## src/common/demux_settings.svh

```systemverilog
// read demux sizes
`ifndef DEMUX_SETTINGS_SVH
`define DEMUX_SETTINGS_SVH

// --------------------------------------------------
// port counts
// --------------------------------------------------

// master ports behind the demux
`define NUM_PORTS 4

// --------------------------------------------------
// id tracking
// --------------------------------------------------

// axi id width, one in-flight slot per id value
`define ID_BITS 3

// in-flight counter width
// a slot counts as full at the all-ones value
`define CNT_BITS 3

// --------------------------------------------------
// payload widths
// --------------------------------------------------

// read address width
`define ADDR_BITS 32

// read data width
`define DATA_BITS 32

`endif

```

## src/common/demux_pkg.sv

```systemverilog
// read demux types
`default_nettype none

`include "demux_settings.svh"

package demux_pkg;

  // --------------------------------------------------
  // vector types
  // --------------------------------------------------

  // index of a master port
  typedef logic [$clog2(`NUM_PORTS)-1:0] port_sel_t;

  // full axi id, also used as the slot lookup key
  typedef logic [`ID_BITS-1:0] axi_id_t;

  // ar address and r data
  typedef logic [`ADDR_BITS-1:0] addr_t;
  typedef logic [`DATA_BITS-1:0] data_t;

  // bursts in flight for one id
  typedef logic [`CNT_BITS-1:0] flight_cnt_t;

  // --------------------------------------------------
  // ar route control states
  // --------------------------------------------------

  // open   : admission rule is evaluated each cycle
  // locked : ar already presented, waiting for the port ready
  typedef enum logic [0:0] {
    ROUTE_OPEN   = 1'b0,
    ROUTE_LOCKED = 1'b1
  } route_state_e;

endpackage

`default_nettype wire

```

## src/ar_route/id_flight_slot.sv

```systemverilog
// per-id in-flight slot
`timescale 1ns/10ps
`default_nettype none

module id_flight_slot (
  input  wire                  clk_i,
  input  wire                  rst_n_i,
  // already qualified for this id
  input  wire                  push_i,
  input  wire                  pop_i,
  input  demux_pkg::port_sel_t push_sel_i,
  // status back to the route control
  output logic                 occupied_o,
  output logic                 full_o,
  output demux_pkg::port_sel_t target_o
);

  demux_pkg::flight_cnt_t cnt_q;
  demux_pkg::port_sel_t   target_q;

  // --------------------------------------------------
  // burst counter
  // --------------------------------------------------

  // push and pop together cancel out
  always_ff @(posedge clk_i or negedge rst_n_i) begin
    if (!rst_n_i) begin
      cnt_q <= '0;
    end else begin
      case ({push_i, pop_i})
        2'b10:   cnt_q <= cnt_q + demux_pkg::flight_cnt_t'(1);
        2'b01:   cnt_q <= cnt_q - demux_pkg::flight_cnt_t'(1);
        default: cnt_q <= cnt_q;
      endcase
    end
  end

  // --------------------------------------------------
  // target port
  // --------------------------------------------------

  // port of the bursts in flight, loaded on every push
  always_ff @(posedge clk_i or negedge rst_n_i) begin
    if (!rst_n_i) begin
      target_q <= '0;
    end else if (push_i) begin
      target_q <= push_sel_i;
    end
  end

  assign occupied_o = |cnt_q;
  // all ones is the last value the counter can hold
  assign full_o     = &cnt_q;
  assign target_o   = target_q;

endmodule

`default_nettype wire

```

## src/ar_route/ar_route_ctrl.sv

```systemverilog
// ar admission and steering
`timescale 1ns/10ps
`default_nettype none

`include "demux_settings.svh"

module ar_route_ctrl (
  input  wire                                        clk_i,
  input  wire                                        rst_n_i,
  // slave ar
  input  wire                                        s_ar_valid_i,
  input  demux_pkg::axi_id_t                         s_ar_id_i,
  input  demux_pkg::addr_t                           s_ar_addr_i,
  input  demux_pkg::port_sel_t                       s_ar_sel_i,
  output logic                                       s_ar_ready_o,
  // master ar
  output logic [`NUM_PORTS-1:0]                      m_ar_valid_o,
  input  wire  [`NUM_PORTS-1:0]                      m_ar_ready_i,
  output demux_pkg::axi_id_t                         m_ar_id_o,
  output demux_pkg::addr_t                           m_ar_addr_o,
  // slot status, indexed by id
  input  wire  [(1 << `ID_BITS)-1:0]                 slot_occupied_i,
  input  wire  [(1 << `ID_BITS)-1:0]                 slot_full_i,
  input  demux_pkg::port_sel_t [(1 << `ID_BITS)-1:0] slot_target_i,
  // push towards the slots
  output logic                                       push_o,
  output demux_pkg::axi_id_t                         push_id_o,
  output demux_pkg::port_sel_t                       push_sel_o
);

  demux_pkg::route_state_e state_q;
  demux_pkg::route_state_e state_d;

  // lookup of the incoming id
  logic                 lookup_occupied;
  demux_pkg::port_sel_t lookup_target;
  logic                 any_full;
  logic                 admit;

  // internal ar handshake towards the selected port
  logic                 ar_valid;
  logic                 sel_ready;

  // --------------------------------------------------
  // id lookup and admission rule
  // --------------------------------------------------
  assign lookup_occupied = slot_occupied_i[s_ar_id_i];
  assign lookup_target   = slot_target_i[s_ar_id_i];

  // one full counter stalls every id
  assign any_full = |slot_full_i;

  // free id, or same port as the bursts already in flight
  assign admit = s_ar_valid_i & ~any_full &
                 (~lookup_occupied | (lookup_target == s_ar_sel_i));

  // ready of the port the beat is aimed at
  assign sel_ready = m_ar_ready_i[s_ar_sel_i];

  // --------------------------------------------------
  // handshake control
  // --------------------------------------------------
  always_comb begin
    ar_valid     = 1'b0;
    s_ar_ready_o = 1'b0;
    push_o       = 1'b0;
    state_d      = state_q;
    case (state_q)
      demux_pkg::ROUTE_OPEN: begin
        if (admit) begin
          ar_valid = 1'b1;
          if (sel_ready) begin
            // accepted in the same cycle
            s_ar_ready_o = 1'b1;
            push_o       = 1'b1;
          end else begin
            // keep the valid up no matter what the slots do next
            state_d = demux_pkg::ROUTE_LOCKED;
          end
        end
      end
      demux_pkg::ROUTE_LOCKED: begin
        // admission already granted, only the port ready matters
        ar_valid = 1'b1;
        if (sel_ready) begin
          s_ar_ready_o = 1'b1;
          push_o       = 1'b1;
          state_d      = demux_pkg::ROUTE_OPEN;
        end
      end
    endcase
  end

  always_ff @(posedge clk_i or negedge rst_n_i) begin
    if (!rst_n_i) begin
      state_q <= demux_pkg::ROUTE_OPEN;
    end else begin
      state_q <= state_d;
    end
  end

  // --------------------------------------------------
  // steering
  // --------------------------------------------------

  // only the selected port sees a valid
  always_comb begin
    for (int i = 0; i < `NUM_PORTS; i++) begin
      m_ar_valid_o[i] = ar_valid & (s_ar_sel_i == demux_pkg::port_sel_t'(i));
    end
  end

  // payload broadcast to all ports
  assign m_ar_id_o   = s_ar_id_i;
  assign m_ar_addr_o = s_ar_addr_i;

  // slot entry for the accepted beat
  assign push_id_o  = s_ar_id_i;
  assign push_sel_o = s_ar_sel_i;

endmodule

`default_nettype wire

```

## src/verilog/r_rr_mux.sv

```systemverilog
// r round-robin merge
`timescale 1ns/10ps
`default_nettype none

`include "demux_settings.svh"

module r_rr_mux (
  input  wire                                 clk_i,
  input  wire                                 rst_n_i,
  // master r
  input  wire  [`NUM_PORTS-1:0]               m_r_valid_i,
  input  demux_pkg::axi_id_t [`NUM_PORTS-1:0] m_r_id_i,
  input  demux_pkg::data_t [`NUM_PORTS-1:0]   m_r_data_i,
  input  wire  [`NUM_PORTS-1:0]               m_r_last_i,
  output logic [`NUM_PORTS-1:0]               m_r_ready_o,
  // slave r
  output logic                                s_r_valid_o,
  output demux_pkg::axi_id_t                  s_r_id_o,
  output demux_pkg::data_t                    s_r_data_o,
  output logic                                s_r_last_o,
  input  wire                                 s_r_ready_i
);

  // port after the last granted one
  demux_pkg::port_sel_t rr_ptr_q;

  // lock while a granted beat is stalled
  logic                 lock_q;
  demux_pkg::port_sel_t lock_idx_q;

  // round-robin pick
  logic                 pick_valid;
  demux_pkg::port_sel_t pick_idx;

  // port currently driving the slave side
  demux_pkg::port_sel_t gnt_idx;
  logic                 xfer;

  // --------------------------------------------------
  // round-robin search
  // --------------------------------------------------

  // first requester at or after the pointer, wrapping around
  always_comb begin : pick_proc
    demux_pkg::port_sel_t cand;
    pick_valid = 1'b0;
    pick_idx   = rr_ptr_q;
    for (int k = 0; k < `NUM_PORTS; k++) begin
      cand = demux_pkg::port_sel_t'((int'(rr_ptr_q) + k) % `NUM_PORTS);
      if (!pick_valid && m_r_valid_i[cand]) begin
        pick_valid = 1'b1;
        pick_idx   = cand;
      end
    end
  end

  // stalled beat keeps its grant
  assign gnt_idx = lock_q ? lock_idx_q : pick_idx;

  // --------------------------------------------------
  // slave side
  // --------------------------------------------------

  // with no requester the pick rests on a port whose valid is low
  assign s_r_valid_o = m_r_valid_i[gnt_idx];
  assign s_r_id_o    = m_r_id_i[gnt_idx];
  assign s_r_data_o  = m_r_data_i[gnt_idx];
  assign s_r_last_o  = m_r_last_i[gnt_idx];

  assign xfer = s_r_valid_o & s_r_ready_i;

  // grant back only to the winning port
  always_comb begin
    for (int i = 0; i < `NUM_PORTS; i++) begin
      m_r_ready_o[i] = xfer & (gnt_idx == demux_pkg::port_sel_t'(i));
    end
  end

  // --------------------------------------------------
  // pointer and lock
  // --------------------------------------------------
  always_ff @(posedge clk_i or negedge rst_n_i) begin
    if (!rst_n_i) begin
      rr_ptr_q   <= '0;
      lock_q     <= 1'b0;
      lock_idx_q <= '0;
    end else begin
      if (xfer) begin
        // priority moves past the port just served
        rr_ptr_q <= demux_pkg::port_sel_t'((int'(gnt_idx) + 1) % `NUM_PORTS);
        lock_q   <= 1'b0;
      end else if (s_r_valid_o) begin
        // stalled, hold this port until the slave takes it
        lock_q     <= 1'b1;
        lock_idx_q <= gnt_idx;
      end
    end
  end

endmodule

`default_nettype wire

```

## src/verilog/axi_rd_demux.sv

```systemverilog
// axi read demux top
`timescale 1ns/10ps
`default_nettype none

`include "demux_settings.svh"

module axi_rd_demux (
  input  wire                                      clk_i,
  input  wire                                      rst_n_i,
  // slave ar
  input  wire                                      s_ar_valid_i,
  input  demux_pkg::axi_id_t                       s_ar_id_i,
  input  demux_pkg::addr_t                         s_ar_addr_i,
  input  demux_pkg::port_sel_t                     s_ar_sel_i,
  output logic                                     s_ar_ready_o,
  // master ar
  output logic [`NUM_PORTS-1:0]                    m_ar_valid_o,
  input  wire  [`NUM_PORTS-1:0]                    m_ar_ready_i,
  output demux_pkg::axi_id_t                       m_ar_id_o,
  output demux_pkg::addr_t                         m_ar_addr_o,
  // master r
  input  wire  [`NUM_PORTS-1:0]                    m_r_valid_i,
  input  demux_pkg::axi_id_t [`NUM_PORTS-1:0]      m_r_id_i,
  input  demux_pkg::data_t [`NUM_PORTS-1:0]        m_r_data_i,
  input  wire  [`NUM_PORTS-1:0]                    m_r_last_i,
  output logic [`NUM_PORTS-1:0]                    m_r_ready_o,
  // slave r
  output logic                                     s_r_valid_o,
  output demux_pkg::axi_id_t                       s_r_id_o,
  output demux_pkg::data_t                         s_r_data_o,
  output logic                                     s_r_last_o,
  input  wire                                      s_r_ready_i
);

  // one slot per id value
  localparam int unsigned NUM_IDS = 1 << `ID_BITS;

  // push from the ar side
  logic                                     push;
  demux_pkg::axi_id_t                       push_id;
  demux_pkg::port_sel_t                     push_sel;

  // pop on the handshake of a last r beat
  logic                                     pop;

  // slot bus
  logic [NUM_IDS-1:0]                       slot_push;
  logic [NUM_IDS-1:0]                       slot_pop;
  logic [NUM_IDS-1:0]                       slot_occupied;
  logic [NUM_IDS-1:0]                       slot_full;
  demux_pkg::port_sel_t [NUM_IDS-1:0]       slot_target;

  // --------------------------------------------------
  // ar admission and steering
  // --------------------------------------------------
  ar_route_ctrl u_ar_route_ctrl (
    .clk_i           (clk_i),
    .rst_n_i         (rst_n_i),
    .s_ar_valid_i    (s_ar_valid_i),
    .s_ar_id_i       (s_ar_id_i),
    .s_ar_addr_i     (s_ar_addr_i),
    .s_ar_sel_i      (s_ar_sel_i),
    .s_ar_ready_o    (s_ar_ready_o),
    .m_ar_valid_o    (m_ar_valid_o),
    .m_ar_ready_i    (m_ar_ready_i),
    .m_ar_id_o       (m_ar_id_o),
    .m_ar_addr_o     (m_ar_addr_o),
    .slot_occupied_i (slot_occupied),
    .slot_full_i     (slot_full),
    .slot_target_i   (slot_target),
    .push_o          (push),
    .push_id_o       (push_id),
    .push_sel_o      (push_sel)
  );

  // --------------------------------------------------
  // in-flight slots
  // --------------------------------------------------

  // burst retires when its last beat leaves on the slave side
  assign pop = s_r_valid_o & s_r_ready_i & s_r_last_o;

  for (genvar g = 0; g < NUM_IDS; g++) begin : gen_slot
    // one-hot qualify push and pop for this id
    assign slot_push[g] = push & (push_id == demux_pkg::axi_id_t'(g));
    assign slot_pop[g]  = pop & (s_r_id_o == demux_pkg::axi_id_t'(g));

    id_flight_slot u_slot (
      .clk_i      (clk_i),
      .rst_n_i    (rst_n_i),
      .push_i     (slot_push[g]),
      .pop_i      (slot_pop[g]),
      .push_sel_i (push_sel),
      .occupied_o (slot_occupied[g]),
      .full_o     (slot_full[g]),
      .target_o   (slot_target[g])
    );
  end

  // --------------------------------------------------
  // r merge
  // --------------------------------------------------
  r_rr_mux u_r_rr_mux (
    .clk_i       (clk_i),
    .rst_n_i     (rst_n_i),
    .m_r_valid_i (m_r_valid_i),
    .m_r_id_i    (m_r_id_i),
    .m_r_data_i  (m_r_data_i),
    .m_r_last_i  (m_r_last_i),
    .m_r_ready_o (m_r_ready_o),
    .s_r_valid_o (s_r_valid_o),
    .s_r_id_o    (s_r_id_o),
    .s_r_data_o  (s_r_data_o),
    .s_r_last_o  (s_r_last_o),
    .s_r_ready_i (s_r_ready_i)
  );

endmodule

`default_nettype wire

```

## config.mk

```make
export PLATFORM = sky130hd
export DESIGN_NAME = axi_rd_demux
export DESIGN_NICKNAME = d
export VERILOG_FILES = /design/src/common/demux_pkg.sv /design/src/ar_route/id_flight_slot.sv /design/src/ar_route/ar_route_ctrl.sv /design/src/verilog/r_rr_mux.sv /design/src/verilog/axi_rd_demux.sv
export VERILOG_INCLUDE_DIRS = /design/src /design/src/common
export SDC_FILE = /design/constraint.sdc
export NUM_CORES = 1
export LEC_CHECK = 0
export BUFFER_PORTS_ARGS = -buffer_cell sky130_fd_sc_hd__buf_2
export CORE_AREA = 2 2 105 107
export DETAILED_ROUTE_END_ITERATION = 16
export DIE_AREA = 0 0 107 109
export PLACE_DENSITY_LB_ADDON = 0.2
export SLEW_MARGIN = 0
export SYNTH_ARGS = -nofsm -noshare
export SYNTH_HDL_FRONTEND = slang
export SYNTH_SLANG_ARGS = --single-unit
```

## constraint.sdc

```tcl
create_clock -name clk_i -period 5.6 [get_ports clk_i]
set_input_delay 0.84 -clock clk_i [delete_from_list [all_inputs] [get_ports clk_i]]
set_output_delay 0.84 -clock clk_i [all_outputs]
set_load 0.005 [all_outputs]
```

==> out/results.ini <==
[setup_path]
arrival_ns=3.42
worstReg2RegStart=u_r_rr_mux.rr_ptr_q[1]
worstPathRequired_ns=4.76
cpMostUsedCell=buf_2
critPathMaxStageDelay_ns=0.66
r2r_cells=14
crit_type=in -> out
end_kind=output pin
crit_start=m_r_valid_i[0]
rrSetupSlack_ns=1.72
start_kind=input pin
crit_slowest_cell=buf_4
path_cells=buf_2 -> nor3b_1 -> a2111oi_2 -> o31ai_4 -> buf_4 -> mux2i_1 -> mux2i_2 -> and3_1 -> buf_2
cp_max_fo=77
reg2reg_to=gen_slot[2].u_slot.cnt_q[2]

[detailed_routing]
wl_um=14200
ant_nets=0
drc=0
drtIter0Drc=219
drt_first_pass_iters=4
wl_met2_um=7180
route.met3.wl_um=1110
vias_per_cell=5.25
vias=4425
wire_per_inst_um=16.9
routed.top_layer=met5
met1Wirelength_um=5700

[sta]
tightest_slew_ns=1.06
relSlewSlack=0.295
drv_slew=0
fin_tns_setup_ns=0
fmax_mhz=234
whs_ns=0.495
setup_viol=0
setup_ws_ns=1.34
period_share=0.762
rsz0062_at_grt=false
hold_viol=0
min_period_ns=4.26
clock_skew_ns=0.00963

[synth]
synth_edf_count=0
yosysTopAreaCell=dfrtp_1
syn_avg_cell_area_um2=8.02
ys_ff_latch=46
synth_top_area_frac=0.263
synth_warnings=0
synth_area_mm2=0.00438
synth_cells=546
async_reset_ff_frac=1.00
ys_seq_area_frac=0.263
synth_top_flop_cell=dfrtp_1
synth_area_leaders=dfrtp_1 26%, nand2_1 12%, buf_4 6.2%
synth.net_count=759
synth_cell_type_count=53

[status]
outcome=finished clean

[clock_tree]
clk_pin_slew_ns=0.08
numCtsBuffers=5
cts.sinks=46
hold_buffers=0
clockRootBuffer=clkbuf_8
cts_setup_buffers=0
htree_levels=2
clk_latency_ns=0.30
tritoncts=built
ctsLongestPathBuffers=2
cts_resized=0

[placed_design]
dpl-instance-area_mm2=0.00524
place.gp.congestion=0.832
portBuffers=209
hpwlAfterDp_um=11400
preCtsSetupSlack_ns=1.17

[floorplanning]
initial_core_util=0.413
fp-row-count=38
io_pins=274
die_y_um=109
core_area_mm2=0.0106
dieWidth_um=107
dieArea_mm2=0.0117

[job]
drv_cap=0

[min_path]
hp-class=reg -> reg
holdPathEnd=gen_slot[0].u_slot.cnt_q[2]
worstHoldStart=gen_slot[0].u_slot.cnt_q[2]
hold_depth=1

[grt]
grt_max_degree=78
grt_pass1_wl_um=21800
grt_use_total=0.240
grt-ovfl-total=0
grt_pass1_vias=4105
antenna_found_initial=2

[final_layout]
area_growth_pct=22.2
final_util=0.505
nNetsFinal=914
final_cell_area_mm2=0.00535
drive_gt1_frac=0.349

[power]
powerDensity_mw_per_mm2=530
vdd_drop_max_mv=0.339
p_leak_nw=2.92

[Yosys cell counts, drive strengths merged (2+ instances only)]
cell and n:
a21oi 4, nand2 143, mux2 23, o21ai 4, buf 44, nor2 20
nand3 12, nor4 4, nor3 7, xor2 16, fa 8, ha 12
a31oi 35, o41ai 3, nand2b 4, mux4 2, a211oi 2, and2 3
nor3b 3, dfrtp 46, mux2i 20, nor2b 2, or3 2, inv 34
nand4 8, xnor2 8, clkbuf 20, and3 42
[cell usage in the layout, fill, tap and decap left out, types with 5 or more instances in the layout]
cell type / netlist / layout
nor2_1: 20 / 20
mux2_1: 14 / 14
a31oi_1: 35 / 35
inv_1: 29 / 29
ha_1: 12 / 12
buf_2: 6 / 209
dfrtp_1: 46 / 46
mux2i_1: 19 / 19
mux2_4: 6 / 6
xor2_1: 16 / 16
nand4_1: 5 / 5
fa_1: 8 / 8
clkbuf_8: 0 / 5
nand2_1: 143 / 143
and3_1: 42 / 42
inv_2: 5 / 5
xnor2_1: 8 / 8
nand3_1: 9 / 9
nor3_1: 7 / 7
[cells by family after synthesis]
| group | after synthesis | share of synthesized area |
|---|---|---|
| AO/OA/AOI/OAI | 61 | 0.101 |
| adder cells (fa/ha/maj) | 20 | 0.0709 |
| XOR/XNOR | 24 | 0.0480 |
| AND/OR/NAND/NOR | 252 | 0.278 |
| flip-flops | 46 | 0.263 |
| multiplexers | 45 | 0.121 |
| buffers and inverters | 98 | 0.118 |
[cell type report]
class | count | area (um^2)
antenna | 1 | 2.50
multi-input combinational | 402 | 2720
clock inverter | 1 | 30.0
fill | 1035 | 5250
timing repair buffer | 212 | 1070
sequential | 46 | 1150
inverter | 34 | 128
tap | 140 | 175
clock buffer | 7 | 76.3
[sequential cells by signal (all words and copies together) (netlist names)]
name                      cells
gen_slot.u_slot.cnt_q        24
u_r_rr_mux.lock_q             1
u_r_rr_mux.rr_ptr_q           2
u_r_rr_mux.lock_idx_q         2
gen_slot.u_slot.target_o     16
u_ar_route_ctrl.state_q       1
[per-layer routing]
metal / vias to the layer above / GRT usage
li1: 2131 / -
met4: 2 / 0.0603
met3: 15 / 0.0520
met1: 2089 / 0.306
met5: - / 0
met2: 188 / 0.414
[how the worst max path moves through the flow]
stage          cells after the start                           to  slack (ns)
2_1_floorplan                     15  gen_slot[4].u_slot.cnt_q[2]        2.06
3_3_place_gp                      15  gen_slot[2].u_slot.cnt_q[2]        1.36
3_5_place_dp                      15  gen_slot[2].u_slot.cnt_q[2]        1.17
4_1_cts                            9               m_r_ready_o[2]        1.32
5_1_grt                            9               m_r_ready_o[2]        1.05
6_report                           9               m_r_ready_o[2]        1.34
[where the power goes]
part / switching (mW) / leakage (nW) / internal [mW] / total (mW)
Clock: 0.112 / 0.0525 / 0.134 / 0.246
Combinational: 1.14 / 2.31 / 0.822 / 1.96
Sequential: 0.135 / 0.552 / 0.490 / 0.625
[per-stage QoR]
step | std cells | power (mW)
floorplan | 546 | 1.91
global placement | 834 | 2.56
detailed placement | 834 | 2.61
CTS | 842 | 2.87
global route | 842 | 3.11
finish | 843 | 2.83
[critical path, delay by kind of cell]
kind	cells	cell delay (ns)
and+or+nand+nor	2	0.57
muxes	2	0.67
AOI/OAI and AO/OA	2	0.38
buffers and inverters	3	0.94
(Power assumes the default switching activity.)
